### src/source/memPipe_defs.svh
// ####################
// Width, depth and address map constants for the memory pipe
// Include this wherever a width or the IO base is needed
// ####################

`ifndef MEM_PIPE_DEFS_SVH
`define MEM_PIPE_DEFS_SVH

// Data path
`define MEM_DATA_WIDTH 32
`define MEM_ADDR_WIDTH 32

// Word count of the data RAM
`define MEM_DEPTH 256

// Addresses from here upwards are served over APB
`define MEM_IO_BASE 32'h8000_0000

// Back-end bookkeeping
`define ACTIVE_LIST_PTR_WIDTH 5
`define PREG_TAG_WIDTH 6

`endif
### src/source/memPipePkg.sv
// ####################
// Shared enums and stage structs of the memory pipe
// Imported by every pipe module that uses them
// ####################

`include "memPipe_defs.svh"

package memPipePkg;

    typedef enum logic [1:0] {
        OP_LOAD,
        OP_STORE,
        OP_ADDR
    } memOpCode;

    typedef enum logic {
        MMT_MEMORY,
        MMT_IO
    } memMapType;

    typedef enum logic [1:0] {
        APB_IDLE,
        APB_SETUP,
        APB_ACCESS
    } apbState;

    typedef struct packed {
        logic                              valid;
        memOpCode                          opCode;
        logic [`MEM_DATA_WIDTH-1:0]        base;
        logic [`MEM_DATA_WIDTH-1:0]        offset;
        logic [`MEM_DATA_WIDTH-1:0]        storeData;
        logic [`PREG_TAG_WIDTH-1:0]        dstTag;
        logic [`ACTIVE_LIST_PTR_WIDTH-1:0] activeListPtr;
    } memIssueOp;

    typedef struct packed {
        logic                              valid;
        logic                              isLoad;
        logic                              isStore;
        logic                              isAddr;
        memMapType                         mapType;
        logic [`MEM_ADDR_WIDTH-1:0]        addr;
        logic [`MEM_DATA_WIDTH-1:0]        storeData;
        logic [`PREG_TAG_WIDTH-1:0]        dstTag;
        logic [`ACTIVE_LIST_PTR_WIDTH-1:0] activeListPtr;
    } memExecReg;

    typedef struct packed {
        memExecReg                  op;
        logic [`MEM_DATA_WIDTH-1:0] memData;
    } memAccessReg;

    // Head inclusive, tail exclusive
    typedef struct packed {
        logic                              valid;
        logic                              flushAll;
        logic [`ACTIVE_LIST_PTR_WIDTH-1:0] headPtr;
        logic [`ACTIVE_LIST_PTR_WIDTH-1:0] tailPtr;
    } flushRange;

    typedef struct packed {
        logic                       valid;
        logic [`PREG_TAG_WIDTH-1:0] dstTag;
        logic [`MEM_DATA_WIDTH-1:0] data;
    } memWriteback;

endpackage

### src/source/memOpDecoder.sv
// ####################
// Address generation and op classification
// Purely combinational, sits in front of the execute register
// ####################

`timescale 1ns/10ps

`include "memPipe_defs.svh"

module memOpDecoder import memPipePkg::*; (
    input  memIssueOp op,
    output memExecReg decoded
);

    logic [`MEM_ADDR_WIDTH-1:0] effAddr;

    assign effAddr = op.base + op.offset;

    always_comb begin
        decoded.valid         = op.valid;
        decoded.addr          = effAddr;
        decoded.storeData     = op.storeData;
        decoded.dstTag        = op.dstTag;
        decoded.activeListPtr = op.activeListPtr;
        decoded.mapType       = (effAddr >= `MEM_IO_BASE) ? MMT_IO : MMT_MEMORY;

        decoded.isLoad  = 1'b0;
        decoded.isStore = 1'b0;
        decoded.isAddr  = 1'b0;
        case (op.opCode)
            OP_LOAD:  decoded.isLoad  = 1'b1;
            OP_STORE: decoded.isStore = 1'b1;
            OP_ADDR:  decoded.isAddr  = 1'b1;
            // Unused encoding acts as a bubble
            default:  decoded.valid   = 1'b0;
        endcase
    end

endmodule

### config.mk
export PLATFORM = sky130hd
export DESIGN_NAME = memOpDecoder
export DESIGN_NICKNAME = d
export VERILOG_FILES = /design/src/source/memPipePkg.sv /design/src/source/memOpDecoder.sv
export VERILOG_INCLUDE_DIRS = /design/src /design/src/source
export SDC_FILE = /design/constraint.sdc
export NUM_CORES = 1
export LEC_CHECK = 0
export BUFFER_PORTS_ARGS = -buffer_cell sky130_fd_sc_hd__buf_2
export CAP_MARGIN = 30
export CORE_AREA = 2 2 68 87
export DETAILED_ROUTE_END_ITERATION = 7
export DIE_AREA = 0 0 70 89
export GPL_ROUTABILITY_DRIVEN = 0
export PLACE_DENSITY = 0.83
export SLEW_MARGIN = 10
export SYNTH_ARGS = -nofsm -noshare
export SYNTH_HDL_FRONTEND = slang
export SYNTH_SLANG_ARGS = --single-unit
### constraint.sdc
create_clock -name vclk -period 3.8
set_input_delay 0.95 -clock vclk [all_inputs]
set_output_delay 0.95 -clock vclk [all_outputs]
set_load 0.02 [all_outputs]
==> results.yml <==
routing:
  drt_iter0_markers: 180
  drt_pass1_iterations: 5
  wl_um: 8090
  num_vias: 2796
  via_per_inst: 5.75
  drc: 0
  postRouteAntennaNets: 0
  wl_per_cell_um: 16.7
finish:
  seq_cell_count: 0
  layout_commonest_cell: "buf_4"
  diodes: 0
  seqCellArea_um2: 0
  final_cell_mix: "79 x buf_4, 78 x buf_2, 28 x nand2_1"
  drive_above_1_share_pct: 52.8
  syn_to_final_growth_pct: 59.5
  final_nets: 566
  clkbuf_count: 0
  fill_cells: 428
  multi_input_area_mm2: 0.00215
timing:
  setup_violations: 14
  rsz0062_at_grt: "true"
  worst_pin_slew_ns: 0.425
  min_period_ns: 3.94
  period_share_pct: 104
  hold_viol_final: 0
  whs_ns: 1.90
  drv_slew: 0
  fmax_mhz: 254
  timing.final.ws_setup_ns: -0.139
  slew_headroom_pct: 71.4
hold_path:
  worstHoldPathType: "in -> out"
  worstHoldStart: "op[11]"
setup_path:
  crit_type: "in -> out"
  crit_buf_inv: 3
  worstPathCellList: "buf_4, ha_4, a21oi_2, or3b_4, a211o_4, buf_4, a21oi_4, o41ai_4, xnor2_2, buf_4"
  cp_top_family: "compound AO/OA/AOI/OAI gates"
  cp.required_ns: 2.85
  endpoint_kind: "output pin"
  startpoint_type: "input port"
  worst-path-max-fanout: 5
  worst-endpoint-arrival_ns: 2.99
  crit_path_max_incr_delay_ns: 0.38
  setup.worst_path.start: "op[76]"
  crit_top_cell: "buf_4"
  crit_path_top_delay_cell: "or3b_4"
die:
  dieArea_mm2: 0.00623
  start_util_pct: 39.6
  die_h_um: 89
  coreArea_mm2: 0.00533
  io_pins: 190
  die_w_um: 70
  rows: 30
grt:
  grt_pass1_vias: 2685
  grt_pass1_wl_um: 11300
  grt_antenna_before_repair: 0
  grt_overflow: 0
  grt.total_usage_pct: 21.3
  grt_max_degree: 9
synthesis:
  syn-num-nets: 447
  synth_top_area_share_pct: 18.4
  synth_warnings: 0
  ys_seq_area_share_pct: 0
  synth.distinct_cells: 46
  syn_area_mm2: 0.00211
  yosys-top-cells-area: "ha_1 18%, buf_4 15%, xnor2_1 8.3%"
  syn_inst: 305
  syn_area_per_cell_um2: 6.92
  netlist.top_cell.by_area: "ha_1"
status:
  status: "finished with violations"
  violations: "negative setup slack"
power:
  ir_drop_uv: 138
  power_density_mw_per_mm2: 233
  p_total_mw: 0.786
  p_leak_nw: 1.54
placement:
  place_hpwl_um: 5600
  port_buffers: 104
job:
  cap_violations: 0
clocking:
  holdBufCountCts: 0
==> synthesized netlist by cell type, types with 2 or more instances <==
cell type	number
a2111oi_0	2
a211o_1	3
a211oi_1	8
a21boi_0	3
a21o_1	7
a21oi_1	29
a31oi_1	7
and3_1	4
buf_2	2
buf_4	43
clkbuf_1	6
ha_1	31
inv_1	4
nand2_1	32
nand2b_1	3
nand3_1	8
nand4_1	5
nor2_1	14
nor2b_1	6
nor3_1	9
nor4_1	2
o211ai_1	6
o21ai_0	19
o41ai_1	2
xnor2_1	20
xor2_1	10
==> final cells by class <==
cell class | count | area share [%]
multi-input combinational | 249 | 63.9
timing repair buffer | 169 | 33.3
tap | 64 | 2.38
inverter | 4 | 0.446
==> metal layers <==
metal	part of all wire, %	routed length (um)	vias to the layer above	track usage, %
li1	-	-	1313	-
met4	3.6	294	0	8.22
met2	54	4340	165	44.2
met3	6.9	561	36	2.93
met5	0	0	-	0
met1	36	2900	1282	21.2
==> where the power goes <==
group          switching (mW)  leakage [nW]  internal, mW
Combinational           0.422          1.54         0.365
Clock                       0             0             0
Sequential                  0             0             0
Total                   0.422          1.54         0.365
==> kinds of logic (layout without fill, tap and decap cells) <==
kind of cell / Yosys count / after routing / share of synthesized area, %
mux: 1 / 1 / 0.533
compound gates: 97 / 97 / 29.7
buf+inv: 56 / 173 / 17.8
xor+xnor: 30 / 30 / 12.4
fa+ha+maj: 32 / 32 / 19.3
simple gates: 89 / 89 / 20.3
==> path summary, 6_finish.rpt <==
| path | endpoint | slack, ns | cells past startpoint |
|---|---|---|---|
| setup / recovery | decoded[72] | -0.14 | 10 |
| hold / removal | decoded[11] | 1.90 | 0 |
==> metrics by stage <==
| stage | area [um^2] | TNS, ns | setup slack [ns] | instances | utilization (%) |
|---|---|---|---|---|---|
| 6_report | 3370 | -1.28 | -0.139 | 486 | 63.2 |
| 5_1_grt | 3370 | -2.33 | -0.222 | 486 | 63.2 |
| 4_1_cts | 3030 | -0.577 | -0.115 | 481 | 56.8 |
| 3_5_place_dp | 2770 | -3.73 | -0.349 | 477 | 52.0 |
| 3_3_place_gp | 2770 | -2.84 | -0.295 | 477 | 52.0 |
| 2_1_floorplan | 2110 | 0 | 0.0138 | 305 | - |
==> what timing repair did <==
item,in CTS,in global routing
pin swaps,21,17
gates resized for setup,45,57
setup endpoints to repair,20,22
setup buffers,4,6
Note: power is estimated with default switching activity, not from simulation.
