### config.mk
export PLATFORM = sky130hd
export DESIGN_NAME = ioApbMaster
export DESIGN_NICKNAME = d
export VERILOG_FILES = /design/src/source/memPipePkg.sv /design/src/source/ioApbMaster.sv
export VERILOG_INCLUDE_DIRS = /design/src /design/src/source
export SDC_FILE = /design/constraint.sdc
export NUM_CORES = 1
export LEC_CHECK = 0
export BUFFER_PORTS_ARGS = -buffer_cell sky130_fd_sc_hd__buf_4
export CAP_MARGIN = 15
export CORE_MARGIN = 1
export CORE_UTILIZATION = 41
export DETAILED_ROUTE_END_ITERATION = 7
export HOLD_SLACK_MARGIN = 0.08
export PLACE_DENSITY = 0.82
export SYNTH_ARGS = -nofsm -noshare
export SYNTH_HDL_FRONTEND = slang
export SYNTH_SLANG_ARGS = --single-unit
### constraint.sdc
create_clock -name clk -period 5.65 [get_ports clk]
set_input_delay 0 -clock clk [delete_from_list [all_inputs] [get_ports clk]]
set_output_delay 0 -clock clk [all_outputs]
set_load 0.02 [all_outputs]
### src/source/memPipe_defs.svh
// ####################
// Width, depth and address map constants for the memory pipe
// Include this wherever a width or the IO base is needed
// ####################

`ifndef MEM_PIPE_DEFS_SVH
`define MEM_PIPE_DEFS_SVH

// Data path
`define MEM_DATA_WIDTH 32
`define MEM_ADDR_WIDTH 32

// Word count of the data RAM
`define MEM_DEPTH 256

// Addresses from here upwards are served over APB
`define MEM_IO_BASE 32'h8000_0000

// Back-end bookkeeping
`define ACTIVE_LIST_PTR_WIDTH 5
`define PREG_TAG_WIDTH 6

`endif
### src/source/memPipePkg.sv
// ####################
// Shared enums and stage structs of the memory pipe
// Imported by every pipe module that uses them
// ####################

`include "memPipe_defs.svh"

package memPipePkg;

    typedef enum logic [1:0] {
        OP_LOAD,
        OP_STORE,
        OP_ADDR
    } memOpCode;

    typedef enum logic {
        MMT_MEMORY,
        MMT_IO
    } memMapType;

    typedef enum logic [1:0] {
        APB_IDLE,
        APB_SETUP,
        APB_ACCESS
    } apbState;

    typedef struct packed {
        logic                              valid;
        memOpCode                          opCode;
        logic [`MEM_DATA_WIDTH-1:0]        base;
        logic [`MEM_DATA_WIDTH-1:0]        offset;
        logic [`MEM_DATA_WIDTH-1:0]        storeData;
        logic [`PREG_TAG_WIDTH-1:0]        dstTag;
        logic [`ACTIVE_LIST_PTR_WIDTH-1:0] activeListPtr;
    } memIssueOp;

    typedef struct packed {
        logic                              valid;
        logic                              isLoad;
        logic                              isStore;
        logic                              isAddr;
        memMapType                         mapType;
        logic [`MEM_ADDR_WIDTH-1:0]        addr;
        logic [`MEM_DATA_WIDTH-1:0]        storeData;
        logic [`PREG_TAG_WIDTH-1:0]        dstTag;
        logic [`ACTIVE_LIST_PTR_WIDTH-1:0] activeListPtr;
    } memExecReg;

    typedef struct packed {
        memExecReg                  op;
        logic [`MEM_DATA_WIDTH-1:0] memData;
    } memAccessReg;

    // Head inclusive, tail exclusive
    typedef struct packed {
        logic                              valid;
        logic                              flushAll;
        logic [`ACTIVE_LIST_PTR_WIDTH-1:0] headPtr;
        logic [`ACTIVE_LIST_PTR_WIDTH-1:0] tailPtr;
    } flushRange;

    typedef struct packed {
        logic                       valid;
        logic [`PREG_TAG_WIDTH-1:0] dstTag;
        logic [`MEM_DATA_WIDTH-1:0] data;
    } memWriteback;

endpackage

### src/source/ioApbMaster.sv
// ####################
// APB requester for IO loads and stores
// Start while idle, done pulses one cycle after pready is seen
// ####################

`timescale 1ns/10ps

`include "memPipe_defs.svh"

module ioApbMaster import memPipePkg::*; (
    input  logic                       clk,
    input  logic                       rst,
    input  logic                       start,
    input  logic                       write,
    input  logic [`MEM_ADDR_WIDTH-1:0] addr,
    input  logic [`MEM_DATA_WIDTH-1:0] wdata,
    input  logic                       pready,
    input  logic [`MEM_DATA_WIDTH-1:0] prdata,
    output logic                       psel,
    output logic                       penable,
    output logic                       pwrite,
    output logic [`MEM_ADDR_WIDTH-1:0] paddr,
    output logic [`MEM_DATA_WIDTH-1:0] pwdata,
    output logic                       done,
    output logic [`MEM_DATA_WIDTH-1:0] rdata
);

    apbState state;
    logic    launch;
    logic    finish;

    // No relaunch in the done cycle, the op is still in the access stage
    assign launch = (state == APB_IDLE) && start && !done;
    assign finish = (state == APB_ACCESS) && pready;

    always_ff @(posedge clk) begin
        if (rst) begin
            state <= APB_IDLE;
            done  <= 1'b0;
        end else begin
            done <= finish;
            case (state)
                APB_IDLE:   if (launch) state <= APB_SETUP;
                APB_SETUP:  state <= APB_ACCESS;
                APB_ACCESS: if (pready) state <= APB_IDLE;
                default:    state <= APB_IDLE;
            endcase
        end
    end

    always_ff @(posedge clk) begin
        if (launch) begin
            pwrite <= write;
            paddr  <= addr;
            pwdata <= wdata;
        end
        if (finish) begin
            rdata <= prdata;
        end
    end

    assign psel    = (state != APB_IDLE);
    assign penable = (state == APB_ACCESS);

endmodule

==> results_dict.tcl <==
set metrics [dict create \
    cp-start-kind "flop" \
    grt_pass1_wl_mm 13.5 \
    area_delta_synth_final_pct 93.9 \
    postCtsSetupBuffers 0 \
    first_global_vias 2570 \
    initial_core_util_pct 42.2 \
    peakVddDrop_mv 0.172 \
    port_buffers 200 \
    maxCapViolations 0 \
    cts.clk_slew.worst_paths_ps 100 \
    drt_iter0_markers 76 \
    worstPathMaxFanout 63 \
    worst-setup-path-type "reg -> reg" \
    insertion_delay_ps 360 \
    io_pins 201 \
    wl_per_cell_um 18.7 \
    hold_buffers 100 \
    htree_num_levels 3 \
    clock_sinks 100 \
    ys_ff_latch 100 \
    num_rows 31 \
    fin_skew_ps 16.6 \
    rsz0062_at_grt "no" \
    max_clock_freq_mhz 528 \
    finalHoldViolCount 0 \
    min_period_ps 1890 \
    vias 2390 \
    clockBufferDepth 2 \
    synth_cell_types 10 \
    track_usage_pct 25.1 \
    syn_nets 210 \
    hp-class "in -> reg" \
    p_total_mw 1.59 \
    ys_warn_count 0 \
    p_leak_nw 2.47 \
    dr.pass1.iters 6 \
    design.core.area_sq_mm 0.00721 \
    cts_tree "yes" \
    drc 0 \
    ys_seq_area_share_pct 97.7 \
    fin_ws_ps 3760 \
    endpoint_kind "flop" \
    final_max_slew_viol_count 0 \
    finalNonFillerCells 526 \
    status "finished clean" \
    tightest_slew_ps 762 \
    reg2reg_depth 2 \
    dp_cells 410 \
    fin_nets 523 \
    setup_tns_ps 0 \
    drtAntennaViolNets 0 \
    grt_max_degree 64 \
    antenna_found_initial 0 \
    min_period_over_period_pct 33.5 \
    drt-vias-per-instance 4.54 \
    post-place-ws_ps 3810 \
    synth.cell_area_sq_mm 0.00304 \
    die_area_sq_mm 0.00777 \
    cts_root_buffer "clkbuf_8" \
    cp_top_family "buffers and inverters" \
    slew_headroom_pct 49.2 \
    drive_gt1_share_pct 51.5 \
    place_congestion 0.697 \
    max_stage_delay_ps 670 \
    synthCells 109 \
    cp_slowest_cell "buf_4" \
    post_cts_resized 0 \
    worst-path-stages 2 \
    grt-ovfl-total 0 \
    fillCellCount 360 \
    setup_viol 0 \
    critPathBufInv 1 \
    crit_chain "nor4b_4, buf_4" \
    syn_area_per_cell_sq_um 27.9 \
    hold_path_depth 2 \
    hold_ws_ps 353 \
    n_antenna_cell 0 \
    cts_buffers 9 \
    die_x_um 88.1 \
    die_h_um 88.1 \
    power_density_mw_per_mm2 270 \
    arrival_ps 1890 \
    drt-total-wl_mm 9.85 \
    crit_required_ps 5650 \
]
==> worst paths after layout <==
kind,end,slack [ps],from
worst max-delay path,paddr[30],3760,state[1]
worst min-delay path,rdata[29],350,prdata[29]
worst max register to register,paddr[30],3760,state[1]
worst min register to register,pwdata[1],650,done
==> state kept, by name, indices dropped and copies added, names as in the netlist <==
name	count
state	2
rdata	32
paddr	32
done	1
pwdata	32
pwrite	1
==> cell type report <==
cell class,count,area [sq um],share of cell area [%]
sequential,100,2970,50.4
clock buffer,9,124,2.10
multi-input combinational,9,77.6,1.32
clock inverter,7,82.6,1.40
tap,99,124,2.10
timing repair buffer,302,2520,42.7
==> worst reg2reg max path, stage by stage, from the launching register on <==
cell and delay, ps:
dfxtp_1 380, nor4b_4 430, buf_4 670
==> placed cells by master (no fill, tap or decap) <==
master,synthesis,routed
and3b_1,1,1
dlygate4sd3_1,0,100
dfxtp_1,3,3
bufinv_16,0,1
inv_8,0,1
inv_6,0,1
nor4b_4,0,1
clkinvlp_4,0,2
and2b_1,1,1
or2_2,1,1
nor2_1,1,1
a21o_1,1,1
buf_4,0,202
clkinv_4,0,2
edfxtp_1,97,97
clkbuf_8,0,9
nor2b_1,2,2
nor3b_1,1,1
==> logic make-up (layout without fill, tap and decap cells) <==
family / count (synthesis) / count (layout) / share of synthesized area, %
buf+inv: 0 / 318 / 0
flops: 100 / 100 / 97.7
compound gates: 1 / 1 / 0.247
simple gates: 8 / 8 / 2.02
==> cell usage after synthesis, drive strengths merged <==
master	number	area, sq um
edfxtp	97	2910
dfxtp	3	60.1
nor2b	2	12.5
a21o	1	7.51
and2b	1	7.51
and3b	1	8.76
nor2	1	3.75
nor3b	1	7.51
nor4b	1	15.0
or2	1	6.26
==> stage by stage <==
stage | area (sq um) | util (%)
global placement | 4690 | 65.0
CTS | 5900 | 81.8
global route | 5900 | 81.8
finish | 5900 | 81.8
floorplan | 3040 | -
detailed placement | 4690 | 65.0
==> power breakdown <==
group / total (mW) / internal (mW) / leakage [nW] / switching [mW]
Combinational: 0.248 / 0.136 / 1.44 / 0.112
Sequential: 0.878 / 0.863 / 0.936 / 0.0152
Clock: 0.468 / 0.211 / 0.0980 / 0.258
Total: 1.59 / 1.21 / 2.47 / 0.385
==> metal layers <==
metal	GRT usage, %	up-vias	routed length, um
li1	-	1059	-
met5	0	-	0
met3	9.80	30	1060
met2	44.4	163	5040
met1	26.4	1138	3460
met4	11.1	0	291
(Power assumes the default switching activity.)
