`config.mk`:
```
export PLATFORM = sky130hd
export DESIGN_NAME = memAccessStage
export DESIGN_NICKNAME = d
export VERILOG_FILES = /design/src/source/memPipePkg.sv /design/src/source/memAccessStage.sv
export VERILOG_INCLUDE_DIRS = /design/src /design/src/source
export SDC_FILE = /design/constraint.sdc
export NUM_CORES = 1
export LEC_CHECK = 0
export ABC_AREA = 1
export BUFFER_PORTS_ARGS = -buffer_cell sky130_fd_sc_hd__buf_2
export CORE_AREA = 2 2 110 112
export DETAILED_ROUTE_END_ITERATION = 10
export DIE_AREA = 0 0 112 114
export PLACE_DENSITY = 0.8
export SLEW_MARGIN = 20
export SYNTH_ARGS = -nofsm -noshare
export SYNTH_HDL_FRONTEND = slang
export SYNTH_SLANG_ARGS = --single-unit
```
`constraint.sdc`:
```
create_clock -name clk -period 10.45 [get_ports clk]
set_input_delay 2.09 -clock clk [delete_from_list [all_inputs] [get_ports clk]]
set_output_delay 2.09 -clock clk [all_outputs]
set_load 0.01 [all_outputs]
```
`src/source/memPipe_defs.svh`:
```
// ####################
// Width, depth and address map constants for the memory pipe
// Include this wherever a width or the IO base is needed
// ####################

`ifndef MEM_PIPE_DEFS_SVH
`define MEM_PIPE_DEFS_SVH

// Data path
`define MEM_DATA_WIDTH 32
`define MEM_ADDR_WIDTH 32

// Word count of the data RAM
`define MEM_DEPTH 256

// Addresses from here upwards are served over APB
`define MEM_IO_BASE 32'h8000_0000

// Back-end bookkeeping
`define ACTIVE_LIST_PTR_WIDTH 5
`define PREG_TAG_WIDTH 6

`endif
```
`src/source/memPipePkg.sv`:
```
// ####################
// Shared enums and stage structs of the memory pipe
// Imported by every pipe module that uses them
// ####################

`include "memPipe_defs.svh"

package memPipePkg;

    typedef enum logic [1:0] {
        OP_LOAD,
        OP_STORE,
        OP_ADDR
    } memOpCode;

    typedef enum logic {
        MMT_MEMORY,
        MMT_IO
    } memMapType;

    typedef enum logic [1:0] {
        APB_IDLE,
        APB_SETUP,
        APB_ACCESS
    } apbState;

    typedef struct packed {
        logic                              valid;
        memOpCode                          opCode;
        logic [`MEM_DATA_WIDTH-1:0]        base;
        logic [`MEM_DATA_WIDTH-1:0]        offset;
        logic [`MEM_DATA_WIDTH-1:0]        storeData;
        logic [`PREG_TAG_WIDTH-1:0]        dstTag;
        logic [`ACTIVE_LIST_PTR_WIDTH-1:0] activeListPtr;
    } memIssueOp;

    typedef struct packed {
        logic                              valid;
        logic                              isLoad;
        logic                              isStore;
        logic                              isAddr;
        memMapType                         mapType;
        logic [`MEM_ADDR_WIDTH-1:0]        addr;
        logic [`MEM_DATA_WIDTH-1:0]        storeData;
        logic [`PREG_TAG_WIDTH-1:0]        dstTag;
        logic [`ACTIVE_LIST_PTR_WIDTH-1:0] activeListPtr;
    } memExecReg;

    typedef struct packed {
        memExecReg                  op;
        logic [`MEM_DATA_WIDTH-1:0] memData;
    } memAccessReg;

    // Head inclusive, tail exclusive
    typedef struct packed {
        logic                              valid;
        logic                              flushAll;
        logic [`ACTIVE_LIST_PTR_WIDTH-1:0] headPtr;
        logic [`ACTIVE_LIST_PTR_WIDTH-1:0] tailPtr;
    } flushRange;

    typedef struct packed {
        logic                       valid;
        logic [`PREG_TAG_WIDTH-1:0] dstTag;
        logic [`MEM_DATA_WIDTH-1:0] data;
    } memWriteback;

endpackage

```
`src/source/memAccessStage.sv`:
```
// ####################
// Access step: result select, selective flush and writeback
// Also hands IO ops to the APB requester and reports ioBusy
// ####################

`timescale 1ns/10ps

`include "memPipe_defs.svh"

module memAccessStage import memPipePkg::*; (
    input  logic                       clk,
    input  logic                       rst,
    input  logic                       hold,
    input  memExecReg                  execReg,
    input  logic [`MEM_DATA_WIDTH-1:0] memData,
    input  flushRange                  flush,
    input  logic                       ioDone,
    input  logic [`MEM_DATA_WIDTH-1:0] ioData,
    output memExecReg                  ioOp,
    output logic                       ioStart,
    output logic                       ioBusy,
    output memWriteback                wb
);

    memAccessReg accessReg;
    logic        flushed;
    logic        inRange;
    logic        ioFinished;
    logic        ioPending;

    // Circular range test on the active-list pointer
    always_comb begin
        if (flush.headPtr <= flush.tailPtr) begin
            inRange = (accessReg.op.activeListPtr >= flush.headPtr) &&
                      (accessReg.op.activeListPtr < flush.tailPtr);
        end else begin
            inRange = (accessReg.op.activeListPtr >= flush.headPtr) ||
                      (accessReg.op.activeListPtr < flush.tailPtr);
        end
    end

    assign flushed = flush.valid && accessReg.op.valid && (flush.flushAll || inRange);

    always_ff @(posedge clk) begin
        if (rst) begin
            accessReg.op.valid <= 1'b0;
        end else if (!hold) begin
            accessReg.op      <= execReg;
            accessReg.memData <= memData;
        end else if (flushed) begin
            accessReg.op.valid <= 1'b0;
        end
    end

    // Remembers a finished transfer while a stall keeps the op here
    always_ff @(posedge clk) begin
        if (rst || !hold) begin
            ioFinished <= 1'b0;
        end else if (ioDone) begin
            ioFinished <= 1'b1;
        end
    end

    assign ioPending = accessReg.op.valid && !flushed && !ioFinished &&
                       (accessReg.op.mapType == MMT_IO) &&
                       (accessReg.op.isLoad || accessReg.op.isStore);
    assign ioStart = ioPending;
    assign ioBusy  = ioPending && !ioDone;
    assign ioOp    = accessReg.op;

    always_comb begin
        wb.valid  = accessReg.op.valid && !flushed && !hold &&
                    (accessReg.op.isLoad || accessReg.op.isAddr);
        wb.dstTag = accessReg.op.dstTag;
        if (accessReg.op.isAddr) begin
            wb.data = accessReg.op.addr;
        end else if (accessReg.op.mapType == MMT_IO) begin
            wb.data = ioData;
        end else begin
            wb.data = accessReg.memData;
        end
    end

endmodule

```
==> results.cfg <==
[global_route]
grt_pass1_vias = 3747
met1_usage_pct = 22.6
global_route_wire_length_before_repair_mm = 18.5
gr-total-overflow = 0
track_usage_pct = 18.9
globalRouteMet2Util_pct = 32.6
grt_antenna_before_repair = 0
grt_busiest_layer = met2
grtUsageMet3_pct = 5.63
maximum_number_of_pins_on_one_net_before_global_route_repair = 63

[drt]
wl_per_cell_um = 15.6
detailedRoute.firstIterationViolations = 170
dr_total_vias = 3666
drt.antenna.violating_nets = 0
remaining_drc_errors = 0
vias_per_cell = 4.64
routed_wirelength_mm = 12.3
detailedRoute.firstPassIterationCount = 4

[logic_synthesis]
synth.avg_cell_area_um2 = 12.0
seq_area_frac_synth_pct = 65.7
ys_ff_latch = 113
post_synth_instance_area_um2 = 5130
synth.top_cell.area_share_pct = 65.0
synth_cells = 429
synth.yosys.warnings = 0
synth_largest_area_cell = edfxtp_1
mappedNetlistNets = 603
yosys-top-cells-area = edfxtp_1, buf_4, a21oi_1
post_synth_num_cell_types = 20

[timing]
grt_setup_unrepaired = false
worst_slew_pin_slew_ps = 790
drv_slew = 0
slew_headroom_pct = 47.4
setup_violations = 0
timing.final.crit_period_ps = 5530
timing.clock.skew_ps = 8.63
fmaxAchievable_ghz = 0.181
fin_hold_ws_ps = 473
hold_violations = 0
total_negative_setup_slack_ps = 0
finalCritPeriodShare_pct = 52.9

[floorplanning]
core_region_area_um2 = 11700
floorplan.die.height_um = 114
std_cell_rows = 40
die_width_um = 112
top_level_ports = 281
die-area_um2 = 12800
starting_density_pct = 43.8

[power_and_ir_drop]
vdd.ir_drop.worst_uv = 112
power_density_nw_per_um2 = 182
leakage_nw = 3.00

[place]
gp_routability_congestion = 0.814
placed_cell_area_um2 = 6050
dpl_wire_length_mm = 8.96
place.port_buffers = 280

[clocking]
clkSlewWorstSetupHoldPaths_ps = 50
post_cts_buffers = 0
clock_latency_ps = 390
cts_tree = yes
cts.htree.levels = 4
hold_buffers = 0
cts_resized = 0
clock_buffer_count_from_cts = 17
cts_num_sinks = 113
cts.path.max_buffers = 2
ctsRootBufferMaster = clkbuf_16

[status]
status = finished clean

[critical_path]
timing.critical_path.required_ps = 8360
start_kind = primary input
critPathArrivalTime_ps = 3440
worstSetupEndpointType = primary output
critical_path_peak_fanout = 3
crit_type = in -> out

[cells_and_area]
final_util_pct = 56.1
num_antenna_cells = 0
layout-drive-gt1-share_pct = 49.5
number_of_filler_cells_placed_in_the_layout = 1002
design_area_um2 = 6570
syn_to_final_growth_pct = 28.1
number_of_nets_in_the_final_layout = 806

[hold_path]
worst_hold_path_type = reg -> reg

[job]
maxCapViolations = 0
report_power, final:
group,switching (mW),leakage (nW),internal [mW]
Clock,0.192,0.248,0.319
Sequential,0.0117,1.06,0.533
Combinational,0.0817,1.70,0.0622
Total,0.285,3.00,0.914
cell type report:
cell class              count  area, µm²  share of cell area (%)
flip-flops and latches    113       3370                    51.3
multi-input cells         194        978                    14.9
clock buffers              17        425                    6.47
well taps                 147        184                    2.80
inverters                  22       82.6                    1.26
repair buffers            284       1430                    21.8
clock inverters            13       98.8                    1.50
cell usage after synthesis:
cell / instances
nor3_1: 2
inv_2: 2
nand2_2: 1
clkbuf_1: 8
inv_1: 20
buf_1: 1
o21ai_0: 1
nand3_1: 2
a21oi_1: 67
buf_4: 86
nand3_2: 2
ha_1: 14
buf_2: 5
edfxtp_1: 111
nor2_1: 41
nand2_1: 59
o21a_1: 1
nor3b_1: 1
dfxtp_1: 2
nor2_2: 3
worst max-delay path, cell delays in order:
cell     delay, ps
buf_2           90
inv_1           40
ha_1           310
a21oi_1        150
nand2_1         80
nor2_2         100
nor2_1          60
nor2_2          60
nand2_1         60
nand2_2         90
nand3_2         80
nor2_2          80
buf_2          130
layer usage:
layer / up-vias / part of all wire, % / wire [µm]
met5: - / 0 / 0
met3: 14 / 7.7 / 947
li1: 1792 / - / -
met4: 0 / 1.2 / 147
met1: 1671 / 40 / 4910
met2: 189 / 51 / 6300
sequential cells by signal, summed over array words and instances (netlist names):
signal / count
accessReg: 32
ioFinished: 1
ioOp: 80
logic make-up (layout without fill, tap and decap cells):
family	after synthesis	count (layout)	share of synthesized area, %
fa+ha+maj	14	14	3.41
compound gates	69	69	6.78
buf+inv	122	336	15.3
flops	113	113	65.7
simple gates	111	111	8.73
final timing paths:
path / startpoint / endpoint / slack (ps) / cells past startpoint
hold reg to reg: ioFinished$_SDFFE_PP0P_ / ioFinished$_SDFFE_PP0P_ / 470 / 1
setup / recovery: flush[9] / ioBusy / 4920 / 13
setup reg to reg: ioOp[4]$_DFFE_PP_ / ioOp[79]$_SDFFE_PP0P_ / 8870 / 11
hold / removal: ioFinished$_SDFFE_PP0P_ / ioFinished$_SDFFE_PP0P_ / 470 / 1
layout by cell type, fill, tap and decap left out:
cell type,n
buf_2,280
edfxtp_1,111
a21oi_1,67
nand2_1,59
nor2_1,40
inv_1,20
clkbuf_16,17
ha_1,14
clkinv_1,5
buf_4,4
nor2_2,3
clkinvlp_4,3
inv_2,2
nand3_2,2
nand3_1,2
nor3_1,2
clkinv_2,2
clkinv_4,2
dfxtp_1,2
nor3b_1,1
nand2_2,1
o21ai_0,1
nor2_4,1
o21a_1,1
bufinv_16,1
per-stage QoR:
stage          cells  power, mW  setup slack, ps
6_report         790       1.20             4920
5_1_grt          790       1.25             4730
4_1_cts          790       1.21             4920
3_5_place_dp     760      0.699             4930
3_3_place_gp     760      0.693             4980
2_1_floorplan    429      0.649             3120
No activity file was read; power rests on OpenSTA's default activity.
